--- src/rtl/ls_pkg.sv ---
package ls_pkg;

    // ~~~~~~~~~~~~~~~~~~~~
    // Instruction fields
    // ~~~~~~~~~~~~~~~~~~~~

    // Major opcode in instr[6:2]
    typedef enum logic [4:0] {
        OP_LOAD   = 5'b00000,
        OP_STORE  = 5'b01000,
        OP_SYSTEM = 5'b11100
    } opcode_e;

    // Load and store funct3
    typedef enum logic [2:0] {
        MEM_B  = 3'b000,
        MEM_H  = 3'b001,
        MEM_W  = 3'b010,
        MEM_D  = 3'b011,
        MEM_BU = 3'b100,
        MEM_HU = 3'b101,
        MEM_WU = 3'b110
    } mem_op_e;

    // Zicsr operation in funct3[1:0] while funct3[2] picks the immediate form
    typedef enum logic [1:0] {
        CSR_RW = 2'b01,
        CSR_RS = 2'b10,
        CSR_RC = 2'b11
    } csr_op_e;

    typedef enum logic [1:0] {
        LSU_IDLE   = 2'b00,
        LSU_SETUP  = 2'b01,
        LSU_ACCESS = 2'b10
    } lsu_state_e;

    // ~~~~~~~~~~~~~~~~~~~~
    // Machine CSR addresses
    // ~~~~~~~~~~~~~~~~~~~~

    localparam logic [11:0] CSR_MTVEC    = 12'h305;
    localparam logic [11:0] CSR_MSCRATCH = 12'h340;
    localparam logic [11:0] CSR_MEPC     = 12'h341;
    localparam logic [11:0] CSR_MCAUSE   = 12'h342;

endpackage
--- src/rtl/ls_ifs.sv ---
`timescale 1ns/100ps

interface mem_req_if import ls_pkg::*; #(
    parameter int XLEN = 64
) ();
    logic            valid;  // One cycle on acceptance
    logic            store;
    mem_op_e         op;
    logic [XLEN-1:0] addr;
    logic [XLEN-1:0] wdata;
    logic            done;   // One cycle when the APB transfer ends
    logic [XLEN-1:0] rdata;  // Extended load value or zero for a store
    logic            err;

    modport decode (output valid, store, op, addr, wdata);
    modport lsu    (input valid, store, op, addr, wdata, output done, rdata, err);
    modport merge  (input done, rdata, err);
endinterface

interface csr_req_if import ls_pkg::*; #(
    parameter int XLEN = 64
) ();
    logic            valid;
    csr_op_e         op;
    logic [11:0]     addr;
    logic [XLEN-1:0] wdata;  // rs1 value or zero-extended immediate
    logic            trap;
    logic [XLEN-1:0] cause;
    logic [XLEN-1:0] pc;
    logic            done;
    logic [XLEN-1:0] rdata;

    modport decode (
        output valid, op, addr, wdata, trap, cause, pc
    );
    modport csr (
        input valid, op, addr, wdata, trap, cause, pc,
        output done, rdata
    );
    modport merge (input done, rdata);
endinterface

--- src/rtl/ls_stage.sv ---
`timescale 1ns/100ps

module ls_stage import ls_pkg::*; #(
    parameter int XLEN = 64
) (
    input  logic              clk,
    input  logic              rst_i,
    // Instruction side
    input  logic              in_valid_i,
    output logic              in_ready_o,
    input  logic [XLEN-1:0]   pc_i,
    input  logic [XLEN-1:0]   addr_i,
    input  logic [XLEN-1:0]   rs2_i,
    input  logic [31:0]       instr_i,
    input  logic              trap_i,
    input  logic [XLEN-1:0]   trap_cause_i,
    // Writeback side
    output logic              res_valid_o,
    output logic              res_err_o,
    output logic [XLEN-1:0]   res_data_o,
    output logic [XLEN-1:0]   mtvec_o,
    output logic [XLEN-1:0]   mepc_o,
    // APB master to data memory
    output logic [XLEN-1:0]   paddr_o,
    output logic [XLEN-1:0]   pwdata_o,
    output logic [XLEN/8-1:0] pstrb_o,
    output logic              psel_o,
    output logic              penable_o,
    output logic              pwrite_o,
    input  logic [XLEN-1:0]   prdata_i,
    input  logic              pready_i,
    input  logic              pslverr_i
);
    logic illegal;
    logic res_done;

    mem_req_if #(.XLEN(XLEN)) u_mem_if ();
    csr_req_if #(.XLEN(XLEN)) u_csr_if ();

    ls_decode #(.XLEN(XLEN)) u_decode (
        .clk          (clk),
        .rst_i        (rst_i),
        .in_valid_i   (in_valid_i),
        .in_ready_o   (in_ready_o),
        .pc_i         (pc_i),
        .addr_i       (addr_i),
        .rs2_i        (rs2_i),
        .instr_i      (instr_i),
        .trap_i       (trap_i),
        .trap_cause_i (trap_cause_i),
        .res_done_i   (res_done),
        .illegal_o    (illegal),
        .mem          (u_mem_if.decode),
        .csr          (u_csr_if.decode)
    );

    lsu #(.XLEN(XLEN)) u_lsu (
        .clk       (clk),
        .rst_i     (rst_i),
        .mem       (u_mem_if.lsu),
        .paddr_o   (paddr_o),
        .pwdata_o  (pwdata_o),
        .pstrb_o   (pstrb_o),
        .psel_o    (psel_o),
        .penable_o (penable_o),
        .pwrite_o  (pwrite_o),
        .prdata_i  (prdata_i),
        .pready_i  (pready_i),
        .pslverr_i (pslverr_i)
    );

    csr_unit #(.XLEN(XLEN)) u_csr (
        .clk     (clk),
        .rst_i   (rst_i),
        .csr     (u_csr_if.csr),
        .mtvec_o (mtvec_o),
        .mepc_o  (mepc_o)
    );

    ls_result_merge #(.XLEN(XLEN)) u_merge (
        .clk         (clk),
        .rst_i       (rst_i),
        .mem         (u_mem_if.merge),
        .csr         (u_csr_if.merge),
        .illegal_i   (illegal),
        .res_valid_o (res_valid_o),
        .res_err_o   (res_err_o),
        .res_data_o  (res_data_o),
        .res_done_o  (res_done)
    );

endmodule

--- src/rtl/ls_result_merge.sv ---
`timescale 1ns/100ps

module ls_result_merge import ls_pkg::*; #(
    parameter int XLEN = 64
) (
    input  logic            clk,
    input  logic            rst_i,
    mem_req_if.merge        mem,
    csr_req_if.merge        csr,
    input  logic            illegal_i,
    output logic            res_valid_o,
    output logic            res_err_o,
    output logic [XLEN-1:0] res_data_o,
    output logic            res_done_o
);
    logic            any_done;
    logic            mem_fail;
    logic [XLEN-1:0] next_data;

    assign any_done = mem.done || csr.done || illegal_i;
    assign mem_fail = mem.done && mem.err;

    // Only one unit can finish in a cycle since one instruction is in flight
    always_comb begin
        if (mem.done) begin
            next_data = mem_fail ? '0 : mem.rdata;
        end else if (csr.done) begin
            next_data = csr.rdata;
        end else begin
            next_data = '0;  // Illegal instruction
        end
    end

    always_ff @(posedge clk) begin
        if (rst_i) begin
            res_valid_o <= 1'b0;
            res_err_o   <= 1'b0;
        end else begin
            res_valid_o <= any_done;
            res_err_o   <= mem_fail || illegal_i;
        end
    end

    always_ff @(posedge clk) begin
        if (any_done) begin
            res_data_o <= next_data;
        end
    end

    assign res_done_o = res_valid_o;  // Frees the decoder for the next instruction

endmodule

--- src/rtl/csr_unit.sv ---
`timescale 1ns/100ps

module csr_unit import ls_pkg::*; #(
    parameter int XLEN = 64
) (
    input  logic            clk,
    input  logic            rst_i,
    csr_req_if.csr          csr,
    output logic [XLEN-1:0] mtvec_o,
    output logic [XLEN-1:0] mepc_o
);
    logic [XLEN-1:0] mtvec_q;
    logic [XLEN-1:0] mepc_q;
    logic [XLEN-1:0] mcause_q;
    logic [XLEN-1:0] mscratch_q;
    logic [XLEN-1:0] old_val;
    logic [XLEN-1:0] new_val;
    logic            addr_hit;
    logic            wr_en;

    // ~~~~~~~~~~~~~~~~~~~~
    // Read and modify
    // ~~~~~~~~~~~~~~~~~~~~

    always_comb begin
        addr_hit = 1'b1;
        case (csr.addr)
            CSR_MTVEC:    old_val = mtvec_q;
            CSR_MEPC:     old_val = mepc_q;
            CSR_MCAUSE:   old_val = mcause_q;
            CSR_MSCRATCH: old_val = mscratch_q;
            default: begin
                old_val  = '0;
                addr_hit = 1'b0;  // Unimplemented CSR reads as zero
            end
        endcase
    end

    always_comb begin
        case (csr.op)
            CSR_RW:  new_val = csr.wdata;
            CSR_RS:  new_val = old_val | csr.wdata;
            CSR_RC:  new_val = old_val & ~csr.wdata;
            default: new_val = old_val;
        endcase
    end

    // Set or clear with a zero operand leaves the register alone
    assign wr_en = csr.valid && addr_hit &&
                   (csr.op == CSR_RW ||
                    ((csr.op == CSR_RS || csr.op == CSR_RC) && csr.wdata != '0));

    // ~~~~~~~~~~~~~~~~~~~~
    // Registers
    // ~~~~~~~~~~~~~~~~~~~~

    always_ff @(posedge clk) begin
        if (rst_i) begin
            mtvec_q    <= '0;
            mepc_q     <= '0;
            mcause_q   <= '0;
            mscratch_q <= '0;
        end else if (csr.trap) begin
            mepc_q   <= {csr.pc[XLEN-1:1], 1'b0};
            mcause_q <= csr.cause;
        end else if (wr_en) begin
            case (csr.addr)
                CSR_MTVEC:    mtvec_q    <= {new_val[XLEN-1:2], 2'b00};  // Direct mode only
                CSR_MEPC:     mepc_q     <= {new_val[XLEN-1:1], 1'b0};
                CSR_MCAUSE:   mcause_q   <= new_val;
                CSR_MSCRATCH: mscratch_q <= new_val;
                default: begin
                end
            endcase
        end
    end

    always_ff @(posedge clk) begin
        if (rst_i) begin
            csr.done <= 1'b0;
        end else begin
            csr.done <= csr.valid;
        end
    end

    // The value before the write goes back as the result
    always_ff @(posedge clk) begin
        if (csr.valid) begin
            csr.rdata <= old_val;
        end
    end

    assign mtvec_o = mtvec_q;
    assign mepc_o  = mepc_q;

endmodule

--- src/rtl/lsu.sv ---
`timescale 1ns/100ps

module lsu import ls_pkg::*; #(
    parameter int XLEN = 64
) (
    input  logic              clk,
    input  logic              rst_i,
    mem_req_if.lsu            mem,
    output logic [XLEN-1:0]   paddr_o,
    output logic [XLEN-1:0]   pwdata_o,
    output logic [XLEN/8-1:0] pstrb_o,
    output logic              psel_o,
    output logic              penable_o,
    output logic              pwrite_o,
    input  logic [XLEN-1:0]   prdata_i,
    input  logic              pready_i,
    input  logic              pslverr_i
);
    localparam int STRB_W = XLEN / 8;
    localparam int OFF_W  = $clog2(STRB_W);

    lsu_state_e        state_q;
    logic              store_q;
    mem_op_e           op_q;
    logic [XLEN-1:0]   addr_q;
    logic [XLEN-1:0]   wdata_q;
    logic [OFF_W-1:0]  lane;
    logic [OFF_W+2:0]  bit_sh;
    logic [STRB_W-1:0] size_mask;
    logic [XLEN-1:0]   lane_data;
    logic [XLEN-1:0]   load_val;
    logic              xfer_end;

    // ~~~~~~~~~~~~~~~~~~~~
    // APB state machine
    // ~~~~~~~~~~~~~~~~~~~~

    always_ff @(posedge clk) begin
        if (rst_i) begin
            state_q <= LSU_IDLE;
        end else begin
            case (state_q)
                LSU_IDLE: begin
                    if (mem.valid) begin
                        state_q <= LSU_SETUP;
                    end
                end
                LSU_SETUP: state_q <= LSU_ACCESS;
                LSU_ACCESS: begin
                    if (pready_i) begin
                        state_q <= LSU_IDLE;
                    end
                end
                default: state_q <= LSU_IDLE;
            endcase
        end
    end

    always_ff @(posedge clk) begin
        if (state_q == LSU_IDLE && mem.valid) begin
            store_q <= mem.store;
            op_q    <= mem.op;
            addr_q  <= mem.addr;
            wdata_q <= mem.wdata;
        end
    end

    assign xfer_end  = (state_q == LSU_ACCESS) && pready_i;
    assign psel_o    = (state_q != LSU_IDLE);
    assign penable_o = (state_q == LSU_ACCESS);
    assign pwrite_o  = psel_o && store_q;

    // ~~~~~~~~~~~~~~~~~~~~
    // Byte lanes
    // ~~~~~~~~~~~~~~~~~~~~

    assign lane    = addr_q[OFF_W-1:0];
    assign bit_sh  = {lane, 3'b000};
    assign paddr_o = {addr_q[XLEN-1:OFF_W], {OFF_W{1'b0}}};  // Word aligned

    always_comb begin
        case (op_q)
            MEM_B, MEM_BU: size_mask = STRB_W'(1);
            MEM_H, MEM_HU: size_mask = STRB_W'(3);
            MEM_W, MEM_WU: size_mask = STRB_W'(15);
            default:       size_mask = '1;
        endcase
    end

    assign pwdata_o = wdata_q << bit_sh;
    assign pstrb_o  = pwrite_o ? (size_mask << lane) : '0;  // Reads carry no strobes

    assign lane_data = prdata_i >> bit_sh;

    always_comb begin
        case (op_q)
            MEM_B:   load_val = XLEN'($signed(lane_data[7:0]));
            MEM_BU:  load_val = XLEN'(lane_data[7:0]);
            MEM_H:   load_val = XLEN'($signed(lane_data[15:0]));
            MEM_HU:  load_val = XLEN'(lane_data[15:0]);
            MEM_W:   load_val = XLEN'($signed(lane_data[31:0]));
            MEM_WU:  load_val = XLEN'(lane_data[31:0]);
            default: load_val = lane_data;
        endcase
    end

    assign mem.done  = xfer_end;
    assign mem.err   = xfer_end && pslverr_i;
    assign mem.rdata = store_q ? '0 : load_val;

endmodule

--- src/rtl/ls_decode.sv ---
`timescale 1ns/100ps

module ls_decode import ls_pkg::*; #(
    parameter int XLEN = 64
) (
    input  logic            clk,
    input  logic            rst_i,
    input  logic            in_valid_i,
    output logic            in_ready_o,
    input  logic [XLEN-1:0] pc_i,
    input  logic [XLEN-1:0] addr_i,
    input  logic [XLEN-1:0] rs2_i,
    input  logic [31:0]     instr_i,
    input  logic            trap_i,
    input  logic [XLEN-1:0] trap_cause_i,
    input  logic            res_done_i,
    output logic            illegal_o,
    mem_req_if.decode       mem,
    csr_req_if.decode       csr
);
    opcode_e    opcode;
    mem_op_e    mem_op;
    logic [2:0] funct3;
    logic       accept;
    logic       instr_go;
    logic       busy_q;
    logic       is_mem;
    logic       is_csr;
    logic       illegal;

    assign opcode   = opcode_e'(instr_i[6:2]);
    assign funct3   = instr_i[14:12];
    assign mem_op   = mem_op_e'(funct3);
    assign accept   = in_valid_i && in_ready_o;
    assign instr_go = accept && !trap_i;  // A trap carries no instruction

    always_comb begin
        is_mem  = 1'b0;
        is_csr  = 1'b0;
        illegal = 1'b0;
        case (opcode)
            OP_LOAD: begin
                is_mem  = 1'b1;
                illegal = (funct3 == 3'd7);
            end
            OP_STORE:  is_mem = 1'b1;
            OP_SYSTEM: is_csr = 1'b1;
            default:   illegal = 1'b1;
        endcase
        // Doubleword and unsigned word accesses only exist on RV64
        if (is_mem && XLEN == 32 && (mem_op == MEM_D || mem_op == MEM_WU)) begin
            illegal = 1'b1;
        end
    end

    // Stage holds one instruction until its result has gone out
    always_ff @(posedge clk) begin
        if (rst_i) begin
            busy_q <= 1'b0;
        end else if (instr_go) begin
            busy_q <= 1'b1;
        end else if (res_done_i) begin
            busy_q <= 1'b0;
        end
    end

    assign in_ready_o = !busy_q;
    assign illegal_o  = instr_go && illegal;

    assign mem.valid = instr_go && is_mem && !illegal;
    assign mem.store = (opcode == OP_STORE);
    assign mem.op    = mem_op;
    assign mem.addr  = addr_i;
    assign mem.wdata = rs2_i;

    assign csr.valid = instr_go && is_csr;
    assign csr.op    = csr_op_e'(funct3[1:0]);
    assign csr.addr  = instr_i[31:20];
    assign csr.wdata = funct3[2] ? XLEN'(instr_i[19:15]) : addr_i;  // uimm or rs1
    assign csr.trap  = accept && trap_i;
    assign csr.cause = trap_cause_i;
    assign csr.pc    = pc_i;

endmodule

--- config.mk ---
export PLATFORM = sky130hd
export DESIGN_NAME = ls_stage
export DESIGN_NICKNAME = d
export VERILOG_FILES = /design/src/rtl/ls_pkg.sv /design/src/rtl/ls_ifs.sv /design/src/rtl/ls_stage.sv /design/src/rtl/ls_result_merge.sv /design/src/rtl/csr_unit.sv /design/src/rtl/lsu.sv /design/src/rtl/ls_decode.sv
export SDC_FILE = /design/constraint.sdc
export NUM_CORES = 1
export LEC_CHECK = 0
export ABC_AREA = 1
export BUFFER_PORTS_ARGS = -buffer_cell sky130_fd_sc_hd__buf_2
export CAP_MARGIN = 20
export CORE_AREA = 2 2 269 271
export DETAILED_ROUTE_END_ITERATION = 8
export DIE_AREA = 0 0 271 273
export MAX_ROUTING_LAYER = met4
export PLACE_DENSITY = 0.6
export SYNTH_ARGS = -nofsm -noshare
export SYNTH_HDL_FRONTEND = slang
export SYNTH_SLANG_ARGS = --single-unit
--- constraint.sdc ---
create_clock -name clk -period 8.02 [get_ports clk]
set_clock_uncertainty 0.05 [all_clocks]
set_input_delay 0.401 -clock clk [delete_from_list [all_inputs] [get_ports clk]]
set_output_delay 0.401 -clock clk [all_outputs]
set_load 0.02 [all_outputs]
**Word-level counts from Yosys, hierarchy flattened**

Cells that the tools add are included.

- Eq/ne operators: 19
- Shift-type cells: 3
- Multiplexer cells: 25
- Bitwise gates (word level): 4
- Reductions and logical operators: 43

Operators by type and width:

| cell | number |
|---|---|
| 2-to-1 mux 64 bit | 11 |
| one-hot mux 64 bit (6 select lines) | 1 |
| one-hot mux 64 bit (4 select lines) | 1 |
| one-hot mux 64 bit (3 select lines) | 1 |
| bitwise AND 64 bit | 1 |
| NOT 64 bit | 1 |
| bitwise OR 64 bit | 1 |
| nonzero test 64 bit | 1 |
| left shift 64 x 6 -> 64 bit | 1 |
| >> shifter 64 x 6 -> 64 bit | 1 |
| equality test 12 x 10 -> 1 bit, second input constant | 4 |
| one-hot mux 8 bit (3 select lines) | 1 |
| logical AND 1 bit | 15 |
| equality test 3 bit, second input constant | 4 |
| nonzero test 2 bit | 5 |
| OR reduction 2 bit | 5 |
| 2-to-1 mux 8 bit | 1 |
| left shift 8 x 3 -> 8 bit | 1 |
| equality test 2 bit, second input constant | 3 |
| one-hot mux 2 bit (3 select lines) | 1 |
| AND reduction 2 bit | 3 |
| AND reduction 3 bit | 2 |
| equality test 5 x 4 -> 1 bit, second input constant | 1 |
| equality test 5 bit, second input constant | 1 |
| 14 further kinds | 27 |

- Bits in registers: 519
- Input port bits: 358

**Depth between registers and ports, before layout**

- Depth in word-level cells: 8
- Depth in mapped cells: 16
- Depth with buffers taken out: 14

**Cells and area by module**

From an unflattened synthesis, not the netlist that was laid out.

- Cell total of the unflattened synthesis: 4723
- Area, all modules: 32809.0 sq um

Modules (own cells, without submodules):

| module | instances | cells each | area an instance (sq um) |
|---|---|---|---|
| csr_unit | 1 | 2877 | 18206.2 |
| lsu | 1 | 1130 | 8976.1 |
| ls_result_merge | 1 | 287 | 2912.8 |
| ls_decode | 1 | 429 | 2713.9 |

**Least setup slack after synthesis**

No wires, ideal clock.

- Kind: in2reg
- From: in instr_i[14]
- To: reg u_lsu.addr_q[0] (enable)
- Arrival: 4.183 ns
- Slack: 3.303 ns
- Stages: 9
- Path buffers: 4
- Path through: buf_4 inv_2 buf_2 clkbuf_1 clkbuf_1 o41ai_1 nand2_1 nand4_1 inv_1

- Longest elaborated chain between the ends: 5

RTL lines:

| what | RTL line | RTL |
|---|---|---|
| from (decl) | ls_stage.sv:14 | `input logic [31:0] instr_i,` |
| equality test 3 bit | ls_decode.sv:44 | `illegal = (funct3 == 3'd7);` |
| one-hot mux 1 bit (2 select lines) | ls_decode.sv:41 | `case (opcode)` |
| logical NOT 1 bit | ls_decode.sv:70 | `assign mem.valid = instr_go && is_mem && !illegal;` |
| logical AND 1 bit | ls_decode.sv:70 |  |
| logical AND 1 bit | lsu.sv:60 | `if (state_q == LSU_IDLE && mem.valid) begin` |
| to (signal assigned) | lsu.sv:63 | `addr_q <= mem.addr;` |
| to (decl) | lsu.sv:25 | `logic [XLEN-1:0] addr_q;` |

No other way between the ends.
A chain may end at the register's enable or synchronous reset.

**Final worst setup path**

- From: reg u_lsu.addr_q[0]
- To: reg u_merge.res_data_o[34], data pin

- Longest elaborated chain between the ends: 5

RTL lines:

| what | RTL line | RTL |
|---|---|---|
| >> shifter 64 x 6 -> 64 bit | lsu.sv:93 | `assign lane_data = prdata_i >> bit_sh;` |
| one-hot mux 64 bit (6 select lines) | lsu.sv:96 | `case (op_q)` |
| 2-to-1 mux 64 bit | lsu.sv:109 | `assign mem.rdata = store_q ? '0 : load_val;` |
| 2-to-1 mux 64 bit | ls_result_merge.sv:26 | `next_data = mem_fail ? '0 : mem.rdata;` |
| 2-to-1 mux 64 bit | ls_result_merge.sv:25 | `if (mem.done) begin` |
| via u_merge.next_data[34] | ls_result_merge.sv:18 | `logic [XLEN-1:0] next_data;` |
| to (signal assigned) | ls_result_merge.sv:46 | `res_data_o <= next_data;` |
| to (decl) | ls_result_merge.sv:13 | `output logic [XLEN-1:0] res_data_o,` |

The timed path passes the listed nets, and every way through them passes these cells.

==> flow_summary.yaml <==
hold_path:
  hold_class: "in -> reg"
detailed_routing:
  drt-total-wl_um: 128600
  drt_iter0_drc: 3298
  post_drt_wl_per_cell_um: 23.06
  viasPerCell: 5.358
  ant_nets: 0
  vias: 29880
  firstDrtPassIters: 6
  drc: 0
worst_setup_path:
  worstPathRequired_ns: 8.29
  cp_max_fo: 58
  crit_chain: "buf_4, inv_2, nand2_1, inv_2, nand2_1, o21ai_0, o211ai_1, nand2_1, nor2_1, buf_4, o21ai_0"
  cp-start-kind: "flip-flop"
  path_buf_inv: 4
  cp_slowest_cell: "inv_2"
  worstSetupEndpointType: "flip-flop"
  cp.arrival_ns: 4.56
  path_delay_family: "buffers and inverters"
  max_stage_delay_ns: 0.67
  cpMostUsedCell: "nand2_1"
  path_class: "reg -> reg"
timing:
  slew_headroom_pct: 18.27
  rsz0062_at_grt: "false"
  drv_slew: 0
  tightest_slew_ns: 1.213
  hold_viol_final: 0
  tns_ns: 0
  setup_violations: 0
  finalCritPeriodShare_pct: 53.52
  period_needed_ns: 4.292
  max_freq_mhz: 233.0
logic_synthesis:
  async_reset_ff_share_pct: 0
  yosys_warnings: 0
  ys_seq_area_share_pct: 45.04
  ys_ff_latch: 519
  synth_cell_types: 48
  synth-edff-count: 260
  netlist_instances: 4008
  synth_area_um2: 28850
  synth.avg_cell_area_um2: 7.197
  synth_ff_type: "edfxtp_1"
power:
  irDropWorstVdd_v: 0.0001400
  p_leak_nw: 17.06
  power_density_nw_per_um2: 187.0
  totalPowerFinal_mw: 6.632
cts:
  cts.path.max_buffers: 3
  cts_buffers: 66
  clockRootBuffer: "clkbuf_16"
  cts-htree-levels: 3
  cts_tree: "done"
  clkTransAtPathRegs_ns: 0.06
  clock_sinks: 519
  post_cts_buffers: 0
  ctsResizeCount: 0
  clk_latency_ns: 0.61
outcome:
  status: "finished clean"
global_routing:
  antenna_found_initial: 18
  grt_max_degree: 94
  gr-total-overflow: 0
  grt_pass1_vias: 27230
  grt.total_usage_pct: 34.28
  grt_pass1_wl_um: 183700
floorplanning:
  std_cell_rows: 98
  core-area_um2: 71000
  die-area_um2: 73980
  start_util_pct: 40.63
  die_width_um: 271
  die_h_um: 273
  io_pins: 692
placed_design:
  globalplace.congestion: 0.9798
  hpwl_um: 87750
  port_buffers: 677
final_layout:
  fin_util_pct: 49.95
  syn2layout_area_growth_pct: 22.93
  layout-drive-gt1-share_pct: 19.53
  final_nets: 4922
job:
  drv_cap: 0
[synth_stat cells (32+ instances only)]
library cell | instances | share of area, %
nand3_1 | 274 | 4.8
inv_1 | 336 | 4.4
or2_2 | 47 | 1.0
clkbuf_1 | 161 | 2.1
edfxtp_1 | 260 | 27
o21ai_1 | 83 | 1.4
nand2_1 | 1148 | 15
buf_2 | 63 | 1.1
o21ai_0 | 413 | 7.2
buf_1 | 33 | 0.43
mux2i_1 | 32 | 1.1
a21oi_1 | 106 | 1.8
nor2_1 | 457 | 5.9
dfxtp_1 | 259 | 18
nand3b_1 | 96 | 2.5
buf_4 | 73 | 1.9
[path summary, 6_finish.rpt]
kind	start	end	slack (ns)	depth (start not counted)
setup / recovery	u_lsu.addr_q[0]$_DFFE_PP_	u_merge.res_data_o[34]$_DFFE_PP_	3.73	11
hold / removal	addr_i[29]	u_lsu.addr_q[29]$_DFFE_PP_	0.04	1
setup reg to reg	u_lsu.addr_q[0]$_DFFE_PP_	u_merge.res_data_o[34]$_DFFE_PP_	3.73	11
hold reg to reg	u_csr.mscratch_q[1]$_SDFFE_PP0P_	u_csr.mscratch_q[1]$_SDFFE_PP0P_	0.40	2
[cells by family (layout without fill, tap and decap cells)]
family                    count (synthesis)  in the layout  share of synthesized area [%]
AOI/OAI and AO/OA                       701            701                          13.09
DFF                                     519            519                          45.04
muxes                                    32             32                          1.110
xor gates and xnor gates                  1              1                        0.03037
other                                     1             15                        0.01300
buffers and inverters                   681           1286                          10.15
and+or+nand+nor                        2073           2073                          30.57
[metrics by stage]
step / hold slack [ns] / cells / cell area [um2] / worst slack (ns)
2_1_floorplan: 0.3745 / 4013 / 28870 / 3.303
3_3_place_gp: 0.3870 / 5343 / 32190 / 3.537
3_5_place_dp: 0.3928 / 5343 / 32190 / 3.508
4_1_cts: 0.006034 / 5568 / 35440 / 3.797
5_1_grt: 0.01833 / 5577 / 35460 / 3.488
6_report: 0.03623 / 5577 / 35460 / 3.728
[worst register-to-register path, stage by stage, from the launching register on]
cell      delay (ns)
edfxtp_1        0.36
buf_4           0.32
inv_2           0.69
nand2_1         0.51
inv_2           0.34
nand2_1         0.07
o21ai_0         0.21
o211ai_1        0.14
nand2_1         0.48
nor2_1          0.11
buf_4           0.25
o21ai_0         0.48
[report_power, final]
group,total (mW),switching (mW),internal [mW]
Combinational,0.689,0.451,0.238
Clock,3.08,1.24,1.84
Sequential,2.87,0.0331,2.84
[timing repair]
item,CTS,global route
endpoints found under the setup margin,0,0
hold buffers,103,0
endpoints found under the hold margin,103,0
[per-layer routing]
metal / global-route usage, % / share of wire, % / vias to the layer above
met5: - / 0 / -
met4: 13.36 / 3.8 / 0
met3: 5.905 / 9.3 / 217
met2: 52.32 / 45 / 1656
met1: 45.34 / 42 / 13900
li1: - / - / 14110
[cells in the final DEF, fill, tap and decap left out, types with 6 or more instances in the layout]
master         count
nor2_1           456
nand3b_1          96
o21bai_1          25
o22ai_1            8
mux2i_1           32
buf_4             39
nor3_1            11
nand2_1         1146
o21ai_0          413
diode_2            9
clkinv_2           8
clkbuf_1          24
inv_2              8
o211ai_1          25
inv_1            330
a21o_1             6
o21ai_1           83
a41oi_1           11
or2_2             47
dfxtp_1          259
a21oi_1          106
buf_2            676
edfxtp_1         260
dlygate4sd3_1    103
nand4_1           15
a31oi_1            6
conb_1             6
nand3_4            8
clkbuf_16         70
a32o_1             6
nand3_1          272
clkbuf_8          10
[cell type report]
type                            instances  area, um2
Tap cell                              950       1189
Inverter                              346       1313
Clock buffer                          104       1979
Fill cell                            7139      35530
Timing Repair Buffer                  818       4707
Antenna cell                            9      22.52
Multi-Input combinational cell       2813      13030
Sequential cell                       519      12990
Clock inverter                         18      234.0
[flip-flops by register name, summed over array words and instances (netlist names)]
register            count
u_lsu.op_q              3
u_lsu.wdata_q          64
u_merge.res_err_o       1
u_csr.csr.rdata        64
u_csr.mcause_q         64
u_csr.mepc_o           63
u_csr.csr.done          1
u_csr.mtvec_o          62
u_merge.res_data_o     64
u_decode.busy_q         1
u_lsu.addr_q           64
u_csr.mscratch_q       64
u_lsu.state_q           2
u_lsu.store_q           1
u_merge.res_done_o      1
No activity file was read; power rests on OpenSTA's default activity.
